--- src/hw/video_pkg.sv ---
// ====================================================================
// Video line memory shared definitions
// Address split, stored picture size, HDMI scaling cadences and the
// byte positions of the colours inside a stored pixel
// ====================================================================

package video_pkg;

	// Low address bits select the column, the rest select the row in the ring
	localparam int col_bits = 9;

	// Stored picture, which is also the LCD panel size
	localparam int lcd_width = 480;
	localparam int lcd_height = 320;

	// Width of the counter that tracks the rows of one field
	localparam int line_cnt_w = $clog2(lcd_height);

	// Horizontal cadence: 640 fetches map onto 480 columns
	// Three fetches out of every four advance the column
	localparam int x_period = 4;
	localparam int x_keep = 3;

	// Vertical cadence: 480 lines map onto 320 rows
	// Two lines out of every three advance the row
	localparam int y_period = 3;
	localparam int y_keep = 2;

	// Stored pixel is three colour bytes
	localparam int pixel_w = 24;
	localparam int color_w = 8;

	// Red sits in the low byte and blue in the high byte
	localparam int red_lo = 0;
	localparam int green_lo = 8;
	localparam int blue_lo = 16;

endpackage

--- src/hw/hdmi_scaler.sv ---
// ====================================================================
// HDMI address generator
// Scales the 640x480 raster fetches down onto the stored 480x320
// picture by dropping one fetch in four and one line in three
// ====================================================================

module hdmi_scaler #(
	parameter int addr_width = 11
) (
	input logic pixel_clk,
	input logic reset,
	input logic fetch_next,
	input logic next_line,
	input logic next_field,
	output logic [addr_width-1:0] video_addr
);
	import video_pkg::*;

	localparam int row_bits = addr_width - col_bits;
	localparam int x_cnt_w = $clog2(x_period);
	localparam int y_cnt_w = $clog2(y_period);

	// Sized copies of the package constants for the compares below
	localparam logic [x_cnt_w-1:0] x_last = x_cnt_w'(x_period - 1);
	localparam logic [x_cnt_w-1:0] x_kept = x_cnt_w'(x_keep);
	localparam logic [y_cnt_w-1:0] y_last = y_cnt_w'(y_period - 1);
	localparam logic [y_cnt_w-1:0] y_kept = y_cnt_w'(y_keep);
	localparam logic [col_bits-1:0] col_last = col_bits'(lcd_width - 1);
	localparam logic [line_cnt_w-1:0] line_last = line_cnt_w'(lcd_height - 1);

	// Reset arrives from the clk domain
	logic reset_meta;
	logic reset_pix;

	// Position in the stored picture
	logic [row_bits-1:0] row;
	logic [col_bits-1:0] col;

	// Phase within the horizontal and vertical cadences
	logic [x_cnt_w-1:0] x_cnt;
	logic [y_cnt_w-1:0] y_cnt;

	// Rows stepped so far in this field
	logic [line_cnt_w-1:0] line_cnt;

	// Two flops bring the reset into the pixel clock domain,
	// so this side leaves reset two pixel_clk edges after clk does
	always_ff @(posedge pixel_clk) begin
		reset_meta <= reset;
		reset_pix <= reset_meta;
	end

	// Strobe priority is next_field, then next_line, then fetch_next
	always_ff @(posedge pixel_clk) begin
		if (reset_pix || next_field) begin
			row <= '0;
			col <= '0;
			x_cnt <= '0;
			y_cnt <= '0;
			line_cnt <= '0;
		end else if (next_line) begin
			// Every line restarts at the left edge
			col <= '0;
			x_cnt <= '0;
			y_cnt <= (y_cnt == y_last) ? '0 : y_cnt + 1'b1;
			// Lines in the kept part of the cadence step to the next row,
			// and the row stops once the last stored row is reached
			if (y_cnt < y_kept && line_cnt != line_last) begin
				row <= row + 1'b1;
				line_cnt <= line_cnt + 1'b1;
			end
		end else if (fetch_next) begin
			x_cnt <= (x_cnt == x_last) ? '0 : x_cnt + 1'b1;
			// The dropped fetch repeats the previous pixel on screen
			// Column holds at the right edge for the tail of the raster line
			if (x_cnt < x_kept && col != col_last) begin
				col <= col + 1'b1;
			end
		end
	end

	assign video_addr = {row, col};

	// Column stays inside the 480 stored pixels of a row
	a_col_in_row : assert property (
		@(posedge pixel_clk) disable iff (reset_pix)
		col <= col_last
	) else begin
		$error("hdmi_scaler: column %h past the end of the row", col);
	end

endmodule

--- config.mk ---
export PLATFORM = sky130hd
export DESIGN_NAME = hdmi_scaler
export DESIGN_NICKNAME = d
export VERILOG_FILES = /design/src/hw/video_pkg.sv /design/src/hw/hdmi_scaler.sv
export SDC_FILE = /design/constraint.sdc
export NUM_CORES = 1
export LEC_CHECK = 0
export ABC_AREA = 1
export CAP_MARGIN = 20
export CORE_ASPECT_RATIO = 0.8
export CORE_MARGIN = 5
export CORE_UTILIZATION = 45
export CTS_BUF_LIST = sky130_fd_sc_hd__clkbuf_8 sky130_fd_sc_hd__clkbuf_16
export DETAILED_ROUTE_END_ITERATION = 10
export DONT_BUFFER_PORTS = 1
export GPL_ROUTABILITY_DRIVEN = 0
export HOLD_SLACK_MARGIN = 0.12
export PLACE_DENSITY_LB_ADDON = 0.2
export SLEW_MARGIN = 15
export SYNTH_ARGS = -nofsm -noshare
export SYNTH_HDL_FRONTEND = slang
export SYNTH_SLANG_ARGS = --single-unit
--- constraint.sdc ---
create_clock -name pixel_clk -period 2.9 [get_ports pixel_clk]
set_input_delay 0.29 -clock pixel_clk [delete_from_list [all_inputs] [get_ports pixel_clk]]
set_output_delay 0.29 -clock pixel_clk [all_outputs]
set_load 0.03 [all_outputs]
== After elaboration in Yosys (flattened, before gate mapping) ==
Cells that the tools add are included.
Operators by class
  reductions and logical operators: 6
  $lt $le $gt $ge: 2
  add/subtract/negate cells: 5
  equal/unequal tests: 4
  mux-type cells: 2
Operator list (number)
  adder 9 x 1 -> 9 bit, second input constant: 2
  inequality test 9 bit, second input constant: 2
  adder 2 x 1 -> 2 bit, second input constant: 3
  == test 2 bit, second input constant: 2
  < comparator 2 bit, second input constant: 2
  two-way mux 2 bit: 2
  AND reduction 2 bit: 2
  logical AND 1 bit: 2
  OR reduction 2 bit: 1
  logical OR 1 bit: 1
Storage, ports and cells
  logic and storage cells: 26
  output and inout port bits: 11
  flip-flop bits (word level): 26

== Depth between registers and ports, before layout ==
  depth in word-level cells: 3
  mapped depth: 8

== Worst setup path before layout ==
Ideal clock, no wire load.
  path type: register to register
  from: register col[1]
  to: register col[4]
  arrival time: 1.408 ns
  stages on the path, launching flop included: 8
  path slack: 1.422 ns
  path buffers: 0
  cell sequence: dfxtp_1 ha_1 nand2_2 nor2_4 nand2_4 nand2_4 nand2_1 a21oi_1
Between the ends
  longest elaborated chain between the ends: 3
  elaborated cells on any way between the ends: 4
  those cells by class: add/sub: 1; eq/ne: 1; reduce/logical: 2
Ends and longest elaborated chain
  start, declared: line hdmi_scaler.sv:37  | logic [col_bits-1:0] col;
  start signal, assigned: line hdmi_scaler.sv:77  | col <= col + 1'b1;
  branches (longest 3 deep; another with adder 9 x 1 -> 9 bit)
Parallel ways; which one is timed is not known.
A chain may end at the register's enable or synchronous reset.

== Worst setup path in the final report ==
Same ends and word-level chain as after synthesis.

==> impl_metrics.json <==
{
  "timing.fmax_mhz": 601,
  "synth_top_area_cell": "dfxtp_1",
  "numPortBuffers": 0,
  "synthArstFlopShare": 0,
  "tns_ns": 0,
  "critical_path_class": "register to register",
  "crit_top_cell": "nand2_4",
  "grt_pass1_wl_um": 4490,
  "post-cts-setup-buffers": 0,
  "detailed_place.area_sq_um": 1360,
  "finalSetupViolCount": 0,
  "slew_headroom": 0.676,
  "worstPathRequired_ns": 3.10,
  "hpwlAfterDp_um": 1960,
  "clockBufferDepth": 2,
  "synth_most_common_cell": "nand2_1",
  "grt-ovfl-total": 0,
  "clock_skew_ns": 0.00322,
  "diodes": 0,
  "ant_nets": 0,
  "avgSynthCellArea_sq_um": 7.32,
  "htreeDepth": 1,
  "tightest_slew_ns": 0.486,
  "coreArea_sq_um": 2810,
  "drt-wirelength-per-cell_um": 11.4,
  "synth-warning-count": 0,
  "crit_slowest_cell": "dfxtp_1",
  "max_stage_delay_ns": 0.58,
  "status": "completed",
  "slew_viol_final": 0,
  "p_per_area_nw_per_um2": 482,
  "layout-area-overhead-vs-synth_pct": 9.15,
  "rr_endpoint": "col[4]",
  "drive_gt1_frac": 0.107,
  "rows": 17,
  "synthCells": 183,
  "final_cell_area_sq_um": 1460,
  "fin_crit_ns": 1.66,
  "syn_area_sq_um": 1340,
  "cts_tree": "done",
  "vias": 1113,
  "hold_path_class": "input pin to register",
  "routed_wl_um": 2580,
  "die_w_um": 71.0,
  "crit_path_end_kind": "register",
  "yosysSeqAreaShare": 0.388,
  "gr-usage-met3": 0.0461,
  "synth.net_count": 191,
  "cts_made_buffers": 3,
  "reg2reg_from": "col[1]",
  "synth_edf_count": 0,
  "hold_viol": 0,
  "cp_cell_sequence": "ha_1 -> nand2_2 -> nor2_4 -> nand2_4 -> nand2_4 -> nand2_1 -> a21oi_1",
  "ios": 16,
  "insertion_delay_ns": 0.27,
  "die-area_sq_um": 4180,
  "root_buffer": "clkbuf_8",
  "grt_busiest_layer": "met2",
  "drt-pass1-iter-count": 4,
  "drtIter0Drc": 45,
  "worstPathArrival_ns": 1.86,
  "min_path_cells": 2,
  "grt_pass1_vias": 999,
  "ys_top_cells_by_count": "47 x nand2_1, 26 x dfxtp_1, 21 x nor2_1",
  "antenna_found_initial": 0,
  "synth_cell_types": 23,
  "dieHeight_um": 58.8,
  "worstHoldStart": "fetch_next",
  "cp-endpoint": "col[4]",
  "netlist.area_leader.share": 0.388,
  "synth.top_cells.by_area": "dfxtp_1 39%, nand2_1 13%, nand3_1 6.7%, nor2_1 5.9%, a21oi_1 5.6%",
  "cpLargestDelayFamily": "flip-flops",
  "clock_sinks": 26,
  "yosys_register_bits": 26,
  "startpoint_type": "register",
  "crit_fanout": 7,
  "worst-path-buf-inv": 0,
  "track_usage": 0.134,
  "irDropWorstVdd_mv": 0.461,
  "cts.clk_slew.worst_paths_ns": 0.09,
  "grt_util_met1": 0.176,
  "min_period_over_period": 0.573,
  "drv_cap": 0,
  "power.leakage_uw": 0.000556,
  "initial_core_util": 0.477,
  "avgViaCountPerCell": 4.95,
  "synthFlopType": "dfxtp_1",
  "reg2reg_slack_ns": 1.24,
  "grt_max_degree": 16,
  "crit_start": "col[1]",
  "drc_errors": 0,
  "cp_num_cells": 7,
  "finalNetCount": 196,
  "met2_usage": 0.217,
  "ff2ff_path_depth": 7,
  "rsz0062_at_grt": "false"
}
through the flow:
stage	hold slack [ns]	power (uW)	std cells	utilization	setup slack, ns
6_report	0.162	705	225	0.521	1.24
3_5_place_dp	0.318	414	218	0.485	1.26
3_3_place_gp	0.318	413	218	0.485	1.35
4_1_cts	0.156	717	225	0.521	1.24
2_1_floorplan	0.310	407	183	-	1.42
5_1_grt	0.142	741	225	0.521	1.12
state kept, by name, indices dropped and copies added (netlist names):
signal      flops
row             2
col             9
y_cnt           2
line_cnt        9
x_cnt           2
reset_meta      1
reset_pix       1
layer usage:
| layer | up-vias | part of all wire | routed length, um |
|---|---|---|---|
| li1 | 602 | - | - |
| met4 | 0 | 0.0047 | 12 |
| met3 | 2 | 0.040 | 104 |
| met5 | - | 0 | 0 |
| met2 | 13 | 0.44 | 1140 |
| met1 | 496 | 0.51 | 1320 |
timing repair:
item                                    in CTS  in global routing
resized for setup                            0                  0
endpoints found under the setup margin       0                  0
hold buffers                                 3                  0
endpoints found under the hold margin        4                  0
cells in the final DEF, fill, tap and decap left out:
master         instances
nand2_1               47
nor3_1                 1
nand3_1               18
xor2_1                 7
nand2_4                2
bufinv_16              1
dfxtp_1               26
a211oi_1               3
nand4_1                6
dlygate4sd3_1          3
a21oi_1               15
o21ai_1                1
ha_1                   3
a21boi_2               1
nor2_8                 1
nor2_1                21
inv_2                  2
nand2_2                4
nor2_2                 3
o21bai_1               1
o21ai_0                1
clkbuf_8               3
nor2_4                 3
inv_1                 14
worst min path at each step:
stage	to	slack [ns]
after floorplan	reset_pix	0.31
after global placement	reset_meta	0.32
after detailed placement	reset_meta	0.32
after CTS	x_cnt[1]	0.16
after global routing	x_cnt[1]	0.14
final	x_cnt[1]	0.16
logic make-up after synthesis:
kind of cell	synth area share
AOI/OAI and AO/OA	0.0943
adders and majority gates	0.0280
and+or+nand+nor	0.379
buffers and inverters	0.0644
DFF	0.388
xor gates and xnor gates	0.0458
area by class of cell:
| type | instances | area (sq um) |
|---|---|---|
| inverters | 16 | 60.1 |
| clock inverters | 1 | 30.0 |
| multi-input cells | 138 | 733 |
| well taps | 38 | 47.5 |
| repair buffers | 3 | 30.0 |
| flip-flops and latches | 26 | 520 |
| fillers | 279 | 1350 |
| clock buffers | 3 | 41.3 |
power by group:
| part | switching (uW) | internal [uW] | total [uW] |
|---|---|---|---|
| clock network | 112 | 185 | 297 |
| logic | 23.4 | 13.4 | 36.8 |
| registers | 9.00 | 363 | 372 |
| total | 145 | 561 | 705 |
(Power assumes the default switching activity.)
