==> src/hw/video_pkg.sv <==
// ====================================================================
// Video line memory shared definitions
// Address split, stored picture size, HDMI scaling cadences and the
// byte positions of the colours inside a stored pixel
// ====================================================================

package video_pkg;

	// Low address bits select the column, the rest select the row in the ring
	localparam int col_bits = 9;

	// Stored picture, which is also the LCD panel size
	localparam int lcd_width = 480;
	localparam int lcd_height = 320;

	// Width of the counter that tracks the rows of one field
	localparam int line_cnt_w = $clog2(lcd_height);

	// Horizontal cadence: 640 fetches map onto 480 columns
	// Three fetches out of every four advance the column
	localparam int x_period = 4;
	localparam int x_keep = 3;

	// Vertical cadence: 480 lines map onto 320 rows
	// Two lines out of every three advance the row
	localparam int y_period = 3;
	localparam int y_keep = 2;

	// Stored pixel is three colour bytes
	localparam int pixel_w = 24;
	localparam int color_w = 8;

	// Red sits in the low byte and blue in the high byte
	localparam int red_lo = 0;
	localparam int green_lo = 8;
	localparam int blue_lo = 16;

endpackage

==> src/hw/lcd_reader.sv <==
// ====================================================================
// LCD address walker
// Steps through the 480x320 picture one pixel per request, holds
// back at the row the HDMI side is showing and flags each new field
// ====================================================================

module lcd_reader #(
	parameter int addr_width = 11
) (
	input logic clk,
	input logic reset,
	input logic lcd_next_pixel,
	input logic [addr_width-video_pkg::col_bits-1:0] cur_row,
	output logic [addr_width-1:0] lcd_addr,
	output logic lcd_wait,
	output logic lcd_newfield
);
	import video_pkg::*;

	localparam int row_bits = addr_width - col_bits;
	localparam logic [col_bits-1:0] col_last = col_bits'(lcd_width - 1);
	localparam logic [line_cnt_w-1:0] line_last = line_cnt_w'(lcd_height - 1);

	// Position in the ring of rows
	logic [row_bits-1:0] row;
	logic [col_bits-1:0] col;

	// Rows finished in this field, independent of where the ring wraps
	logic [line_cnt_w-1:0] line_cnt;

	// At the end of the row HDMI is reading, so the next row is not ready
	logic at_hold;

	// A request is taken only when neither the live nor the registered hold is set
	logic accept;

	assign at_hold = (row == cur_row) && (col == col_last);
	assign accept = lcd_next_pixel && !at_hold && !lcd_wait;

	always_ff @(posedge clk) begin
		if (reset) begin
			row <= '0;
			col <= '0;
			line_cnt <= '0;
			lcd_wait <= 1'b0;
			lcd_newfield <= 1'b0;
		end else begin
			lcd_wait <= at_hold;
			// New-field flag lasts a single cycle
			lcd_newfield <= 1'b0;
			if (accept) begin
				if (col == col_last) begin
					col <= '0;
					if (line_cnt == line_last) begin
						// Last pixel of the field, start over at address zero
						row <= '0;
						line_cnt <= '0;
						lcd_newfield <= 1'b1;
					end else begin
						// Row number wraps around the ring by itself
						row <= row + 1'b1;
						line_cnt <= line_cnt + 1'b1;
					end
				end else begin
					col <= col + 1'b1;
				end
			end
		end
	end

	assign lcd_addr = {row, col};

	// While the LCD is told to wait, its address and so its pixel stay put
	a_hold_addr : assert property (
		@(posedge clk) disable iff (reset)
		lcd_wait |=> $stable(lcd_addr)
	) else begin
		$error("lcd_reader: address moved to %h while waiting", lcd_addr);
	end

endmodule

==> config.mk <==
export PLATFORM = sky130hd
export DESIGN_NAME = lcd_reader
export DESIGN_NICKNAME = d
export VERILOG_FILES = /design/src/hw/video_pkg.sv /design/src/hw/lcd_reader.sv
export SDC_FILE = /design/constraint.sdc
export NUM_CORES = 1
export LEC_CHECK = 0
export BUFFER_PORTS_ARGS = -buffer_cell sky130_fd_sc_hd__clkbuf_2
export CELL_PAD_IN_SITES_DETAIL_PLACEMENT = 1
export CELL_PAD_IN_SITES_GLOBAL_PLACEMENT = 1
export CORE_MARGIN = 2
export CORE_UTILIZATION = 44
export DETAILED_ROUTE_END_ITERATION = 6
export PLACE_DENSITY = 0.86
export SLEW_MARGIN = 20
export SYNTH_ARGS = -nofsm -noshare
export SYNTH_HDL_FRONTEND = slang
export SYNTH_SLANG_ARGS = --single-unit
==> constraint.sdc <==
create_clock -name clk -period 5.6 [get_ports clk]
set_input_delay 1.12 -clock clk [delete_from_list [all_inputs] [get_ports clk]]
set_output_delay 1.12 -clock clk [all_outputs]
set_load 0.05 [all_outputs]
[Yosys cells after proc, flatten, opt, wreduce, memory -nomap -nowiden]
Index checks and enable logic that the tools add are counted.
Operators by class
  bitwise gates (word level): 2
  reductions and logical operators: 7
  multiplexer cells: 4
  add/sub/neg operators: 3
  eq/ne operators: 3
Operators by type and width (number)
  9-bit by 1-bit adder with 9-bit output (second input constant): 2
  9-bit equality test (second input constant): 2
  9-bit 2-to-1 mux: 2
  1-bit logical AND: 3
  3-bit OR reduction: 1
  2-bit by 1-bit adder with 2-bit output (second input constant): 1
  2-bit equality test: 1
  1-bit logical NOT: 2
  2-bit 2-to-1 mux: 1
  1-bit inverter: 2
  2-bit AND reduction: 1
  1-bit 2-to-1 mux: 1
Word-level totals
  output and inout bits: 13
  flip-flop bits (word level): 22
  input port bits: 5
  word-level logic and storage cells: 24

[Logic depth before layout (Yosys ltp)]
  depth after elaboration: 7
  mapped depth: 7
  gate-level depth less buffers: 5

[Least setup slack after synthesis]
OpenSTA, ideal clock, no wires.
  path kind: input to register
  from: in cur_row[1] (netlist name)
  to: reg line_cnt[6]
  library setup time: 70 ps
  path slack: 3281 ps
  arrival: 2249 ps
  cell stages on the path: 5
  data required time: 5530 ps
  buffers on the path: 1
  cells stage by stage: xor2_2 -> o2111ai_2 -> buf_6 -> or4_1 -> a21oi_1
On the way
  cells in the longest elaborated chain, start to end: 6
Ends and longest elaborated chain
  start: declaration: line lcd_reader.sv:13  | input logic [addr_width-video_pkg::col_bits-1:0] cur_row,
  2-bit equality test: line lcd_reader.sv:37  | assign at_hold = (row == cur_row) && (col == col_last);
  1-bit logical AND: line lcd_reader.sv:37
  1-bit logical NOT: line lcd_reader.sv:38  | assign accept = lcd_next_pixel && !at_hold && !lcd_wait;
  1-bit logical AND (2 in a row): line lcd_reader.sv:38
  2-bit AND reduction (no line)
  end signal: assignment: line lcd_reader.sv:62  | line_cnt <= line_cnt + 1'b1;
  end: declaration: line lcd_reader.sv:29  | logic [line_cnt_w-1:0] line_cnt;
No other way between the ends.
A chain may end at the register's enable or synchronous reset.

[Worst setup path in the final report]
  from: in cur_row[1] (netlist name)
  to: reg line_cnt[7]
The elaborated chain is that of the path after synthesis.

==> impl_metrics.py <==
metrics = {
    "status": {
        "status": "complete, no violations",
    },
    "critical_path": {
        "arrival_ns": 2.76,
        "cp-start-kind": "primary input",
        "ff2ff_setup_slack_ns": 3.27,
        "crit_type": "primary input to flop",
        "cp_top_family": "simple AND/OR/NAND/NOR gates",
        "required_ns": 5.85,
        "cp_slowest_cell": "or4_1",
        "path_cells": "clkbuf_2 -> xor2_2 -> o2111ai_2 -> or4_1 -> a21oi_1",
        "endpoint_kind": "flop",
        "cp_max_fo": 20,
        "slowest_delay_ns": 0.66,
        "crit_buf_inv": 1,
    },
    "routing": {
        "routedWlPerCell_microns": 17.1,
        "drt_iter0_drc": 51,
        "drc_errors": 0,
        "vias": 1141,
        "drt-total-wl_microns": 3100,
        "vias_per_cell": 6.30,
        "ant_nets": 0,
        "dr.pass1.iters": 4,
    },
    "timing": {
        "fin_tns_setup_ns": 0,
        "fin_crit_sh": 0.449,
        "setup_violations": 0,
        "finalCriticalPeriod_ns": 2.51,
        "relSlewSlack": 0.510,
        "hold_viol": 0,
        "drv_slew": 0,
        "worst_slew_pin_slew_ns": 0.735,
        "fin_worst_skew_ns": 0.00878,
        "rsz0062_at_grt": "false",
        "max_freq_mhz": 398,
    },
    "place": {
        "port_buffers": 17,
        "globalplace.congestion": 0.819,
        "place_inst": 177,
        "post-dp-hpwl_microns": 2210,
    },
    "clock_network": {
        "cts_hold_buf": 0,
        "postCtsSetupRepairBufs": 0,
        "numCtsBuffers": 3,
        "clock-sinks": 22,
        "h-tree-depth": 1,
        "cts.repair.resized": 0,
        "tritoncts": "done",
        "ctsLongestPathBuffers": 2,
        "clk-insertion-delay-late_ns": 0.32,
        "root_buffer": "clkbuf_4",
        "cts.clk_slew.worst_paths_ns": 0.13,
    },
    "run": {
        "maxCapViolations": 0,
    },
    "worst_hold_path": {
        "hold_class": "flop to flop",
    },
    "pwr": {
        "power_mw": 0.267,
        "p_sw_mw": 0.0655,
        "power_frac_clock": 0.345,
        "leakagePower_nw": 0.443,
        "pwr-share-comb": 0.060,
        "switching_share": 0.245,
        "vdd_drop_max_mv": 0.132,
        "p_per_area_nw_per_um2": 204,
        "pwr-share-seq": 0.596,
        "p_int_mw": 0.202,
    },
    "global_route": {
        "grt-ovfl-total": 0,
        "grt_pass1_wl_microns": 5220,
        "grt_pass1_vias": 1078,
        "grt_max_degree": 21,
        "antenna_found_initial": 0,
        "gr-usage-all-layers": 0.209,
    },
    "synth": {
        "synth_area_per_cell_sq_um": 8.70,
        "yosysUniqueCellTypes": 36,
        "synth_seq_area_share": 0.375,
        "synth_enable_flop_cells": 0,
        "ys_async_sr_fraction": 0,
        "syn_inst": 135,
        "mappedNetlistArea_sq_um": 1170,
        "yosysTopAreaCellShare": 0.375,
        "yosys_warnings": 0,
        "synth_nets": 142,
        "synth.ff_latch_count": 22,
        "synth_flop_cell": "dfxtp_1",
        "synth_largest_area_cell": "dfxtp_1",
        "synth_area_leaders": "dfxtp_1 37%, a21oi_1 7.7%, or4_1 4.5%, o21ai_0 3.8%, nand3_1 3.4%",
    },
    "floorplanning": {
        "core_sq_um": 2500,
        "die_area_sq_um": 3100,
        "ioPinCount": 18,
        "die_y_microns": 55.7,
        "std_cell_rows": 18,
        "initial_utilization": 0.470,
        "fp.dieW_microns": 55.7,
    },
    "final_layout": {
        "postLayoutCoreUtil": 0.525,
        "syn_to_final_growth_pct": 11.6,
        "n_antenna_cell": 0,
        "nets": 159,
        "layout-drive-gt1-share": 0.172,
        "fin_cells": 181,
    },
}
cells in the mapped netlist, types with 2 or more instances:
cell type   n
a41oi_1     3
o21ai_0     9
clkbuf_1    5
and2_1      2
dfxtp_1    22
or4_1       7
a21oi_1    18
inv_1       4
nor2_1      2
nand4bb_1   2
and4_1      2
nand4_1     3
nor2b_1     3
and3_1      5
xor2_2      2
ha_1        2
nand2_1     6
nand2b_1    2
nand4b_1    4
nor3_1      3
nand3_1     8
or3_1       3
o31ai_1     5
metal layers:
metal	up-vias	wire [microns]	track usage
li1	557	-	-
met1	556	1300	0.247
met2	23	1650	0.378
met3	5	99	0.0256
met4	0	53	0.0871
met5	-	0	0
worst register-to-register path, cell delays in order, from the launching register on:
cell	delay (ns)
dfxtp_1	0.43
ha_1	0.28
and3_1	0.28
o2111ai_2	0.43
or4_1	0.66
a21oi_1	0.19
area by class of cell:
cell class | count | area (sq um)
sequential | 22 | 440
multi-input combinational | 103 | 689
inverter | 4 | 15.0
fill | 313 | 1190
tap | 30 | 37.5
timing repair buffer | 18 | 92.6
clock buffer | 4 | 36.3
worst paths after layout:
kind	start	cells past startpoint	to
setup / recovery	cur_row[1]	5	line_cnt[7]$_SDFFE_PP0P_
hold / removal	line_cnt[1]$_SDFFE_PP0P_	2	line_cnt[1]$_SDFFE_PP0P_
setup reg to reg	col[0]$_SDFFE_PP0N_	5	line_cnt[7]$_SDFFE_PP0P_
hold reg to reg	line_cnt[1]$_SDFFE_PP0P_	2	line_cnt[1]$_SDFFE_PP0P_
state kept, by name, summed over array words and instances (netlist names):
name,cells
col,9
row,2
line_cnt,9
lcd_newfield,1
lcd_wait,1
power groups by stage:
stage | sequential [mW] | combinational (mW) | clock [mW]
2_1_floorplan | 0.166 | 0.00732 | 0
3_3_place_gp | 0.162 | 0.0152 | 0
3_5_place_dp | 0.163 | 0.0160 | 0
4_1_cts | 0.159 | 0.0160 | 0.0939
5_1_grt | 0.159 | 0.0176 | 0.101
6_report | 0.159 | 0.0159 | 0.0920
kinds of logic (layout without fill, tap and decap cells):
| family | count (synthesis) | after routing | share of synthesized area |
|---|---|---|---|
| AO/OA/AOI/OAI | 41 | 41 | 0.217 |
| adder cells (fa/ha/maj) | 2 | 2 | 0.0213 |
| AND/OR/NAND/NOR | 57 | 57 | 0.313 |
| XOR/XNOR | 3 | 3 | 0.0351 |
| buffers and inverters | 10 | 26 | 0.0383 |
| flip-flops | 22 | 22 | 0.375 |
through the flow:
stage | worst slack [ns] | cell area [sq um] | hold WS [ns]
6_report | 3.09 | 1310 | 0.498
5_1_grt | 2.95 | 1310 | 0.528
4_1_cts | 3.09 | 1310 | 0.502
3_5_place_dp | 2.78 | 1270 | 0.484
3_3_place_gp | 2.89 | 1270 | 0.466
2_1_floorplan | 3.28 | 1170 | 0.453
placed cells by master (no fill, tap or decap), types with 3 or more instances in the layout:
cell / count
and3_1: 5
clkbuf_4: 3
clkbuf_2: 17
dfxtp_1: 22
nand4b_1: 4
nor3_1: 3
inv_1: 4
a21oi_1: 18
nand3_1: 8
nand4_1: 3
a41oi_1: 3
nor2b_1: 3
o21ai_0: 9
or4_1: 7
o31ai_1: 5
nand2_1: 6
or3_1: 3
Note: power is estimated with default switching activity, not from simulation.
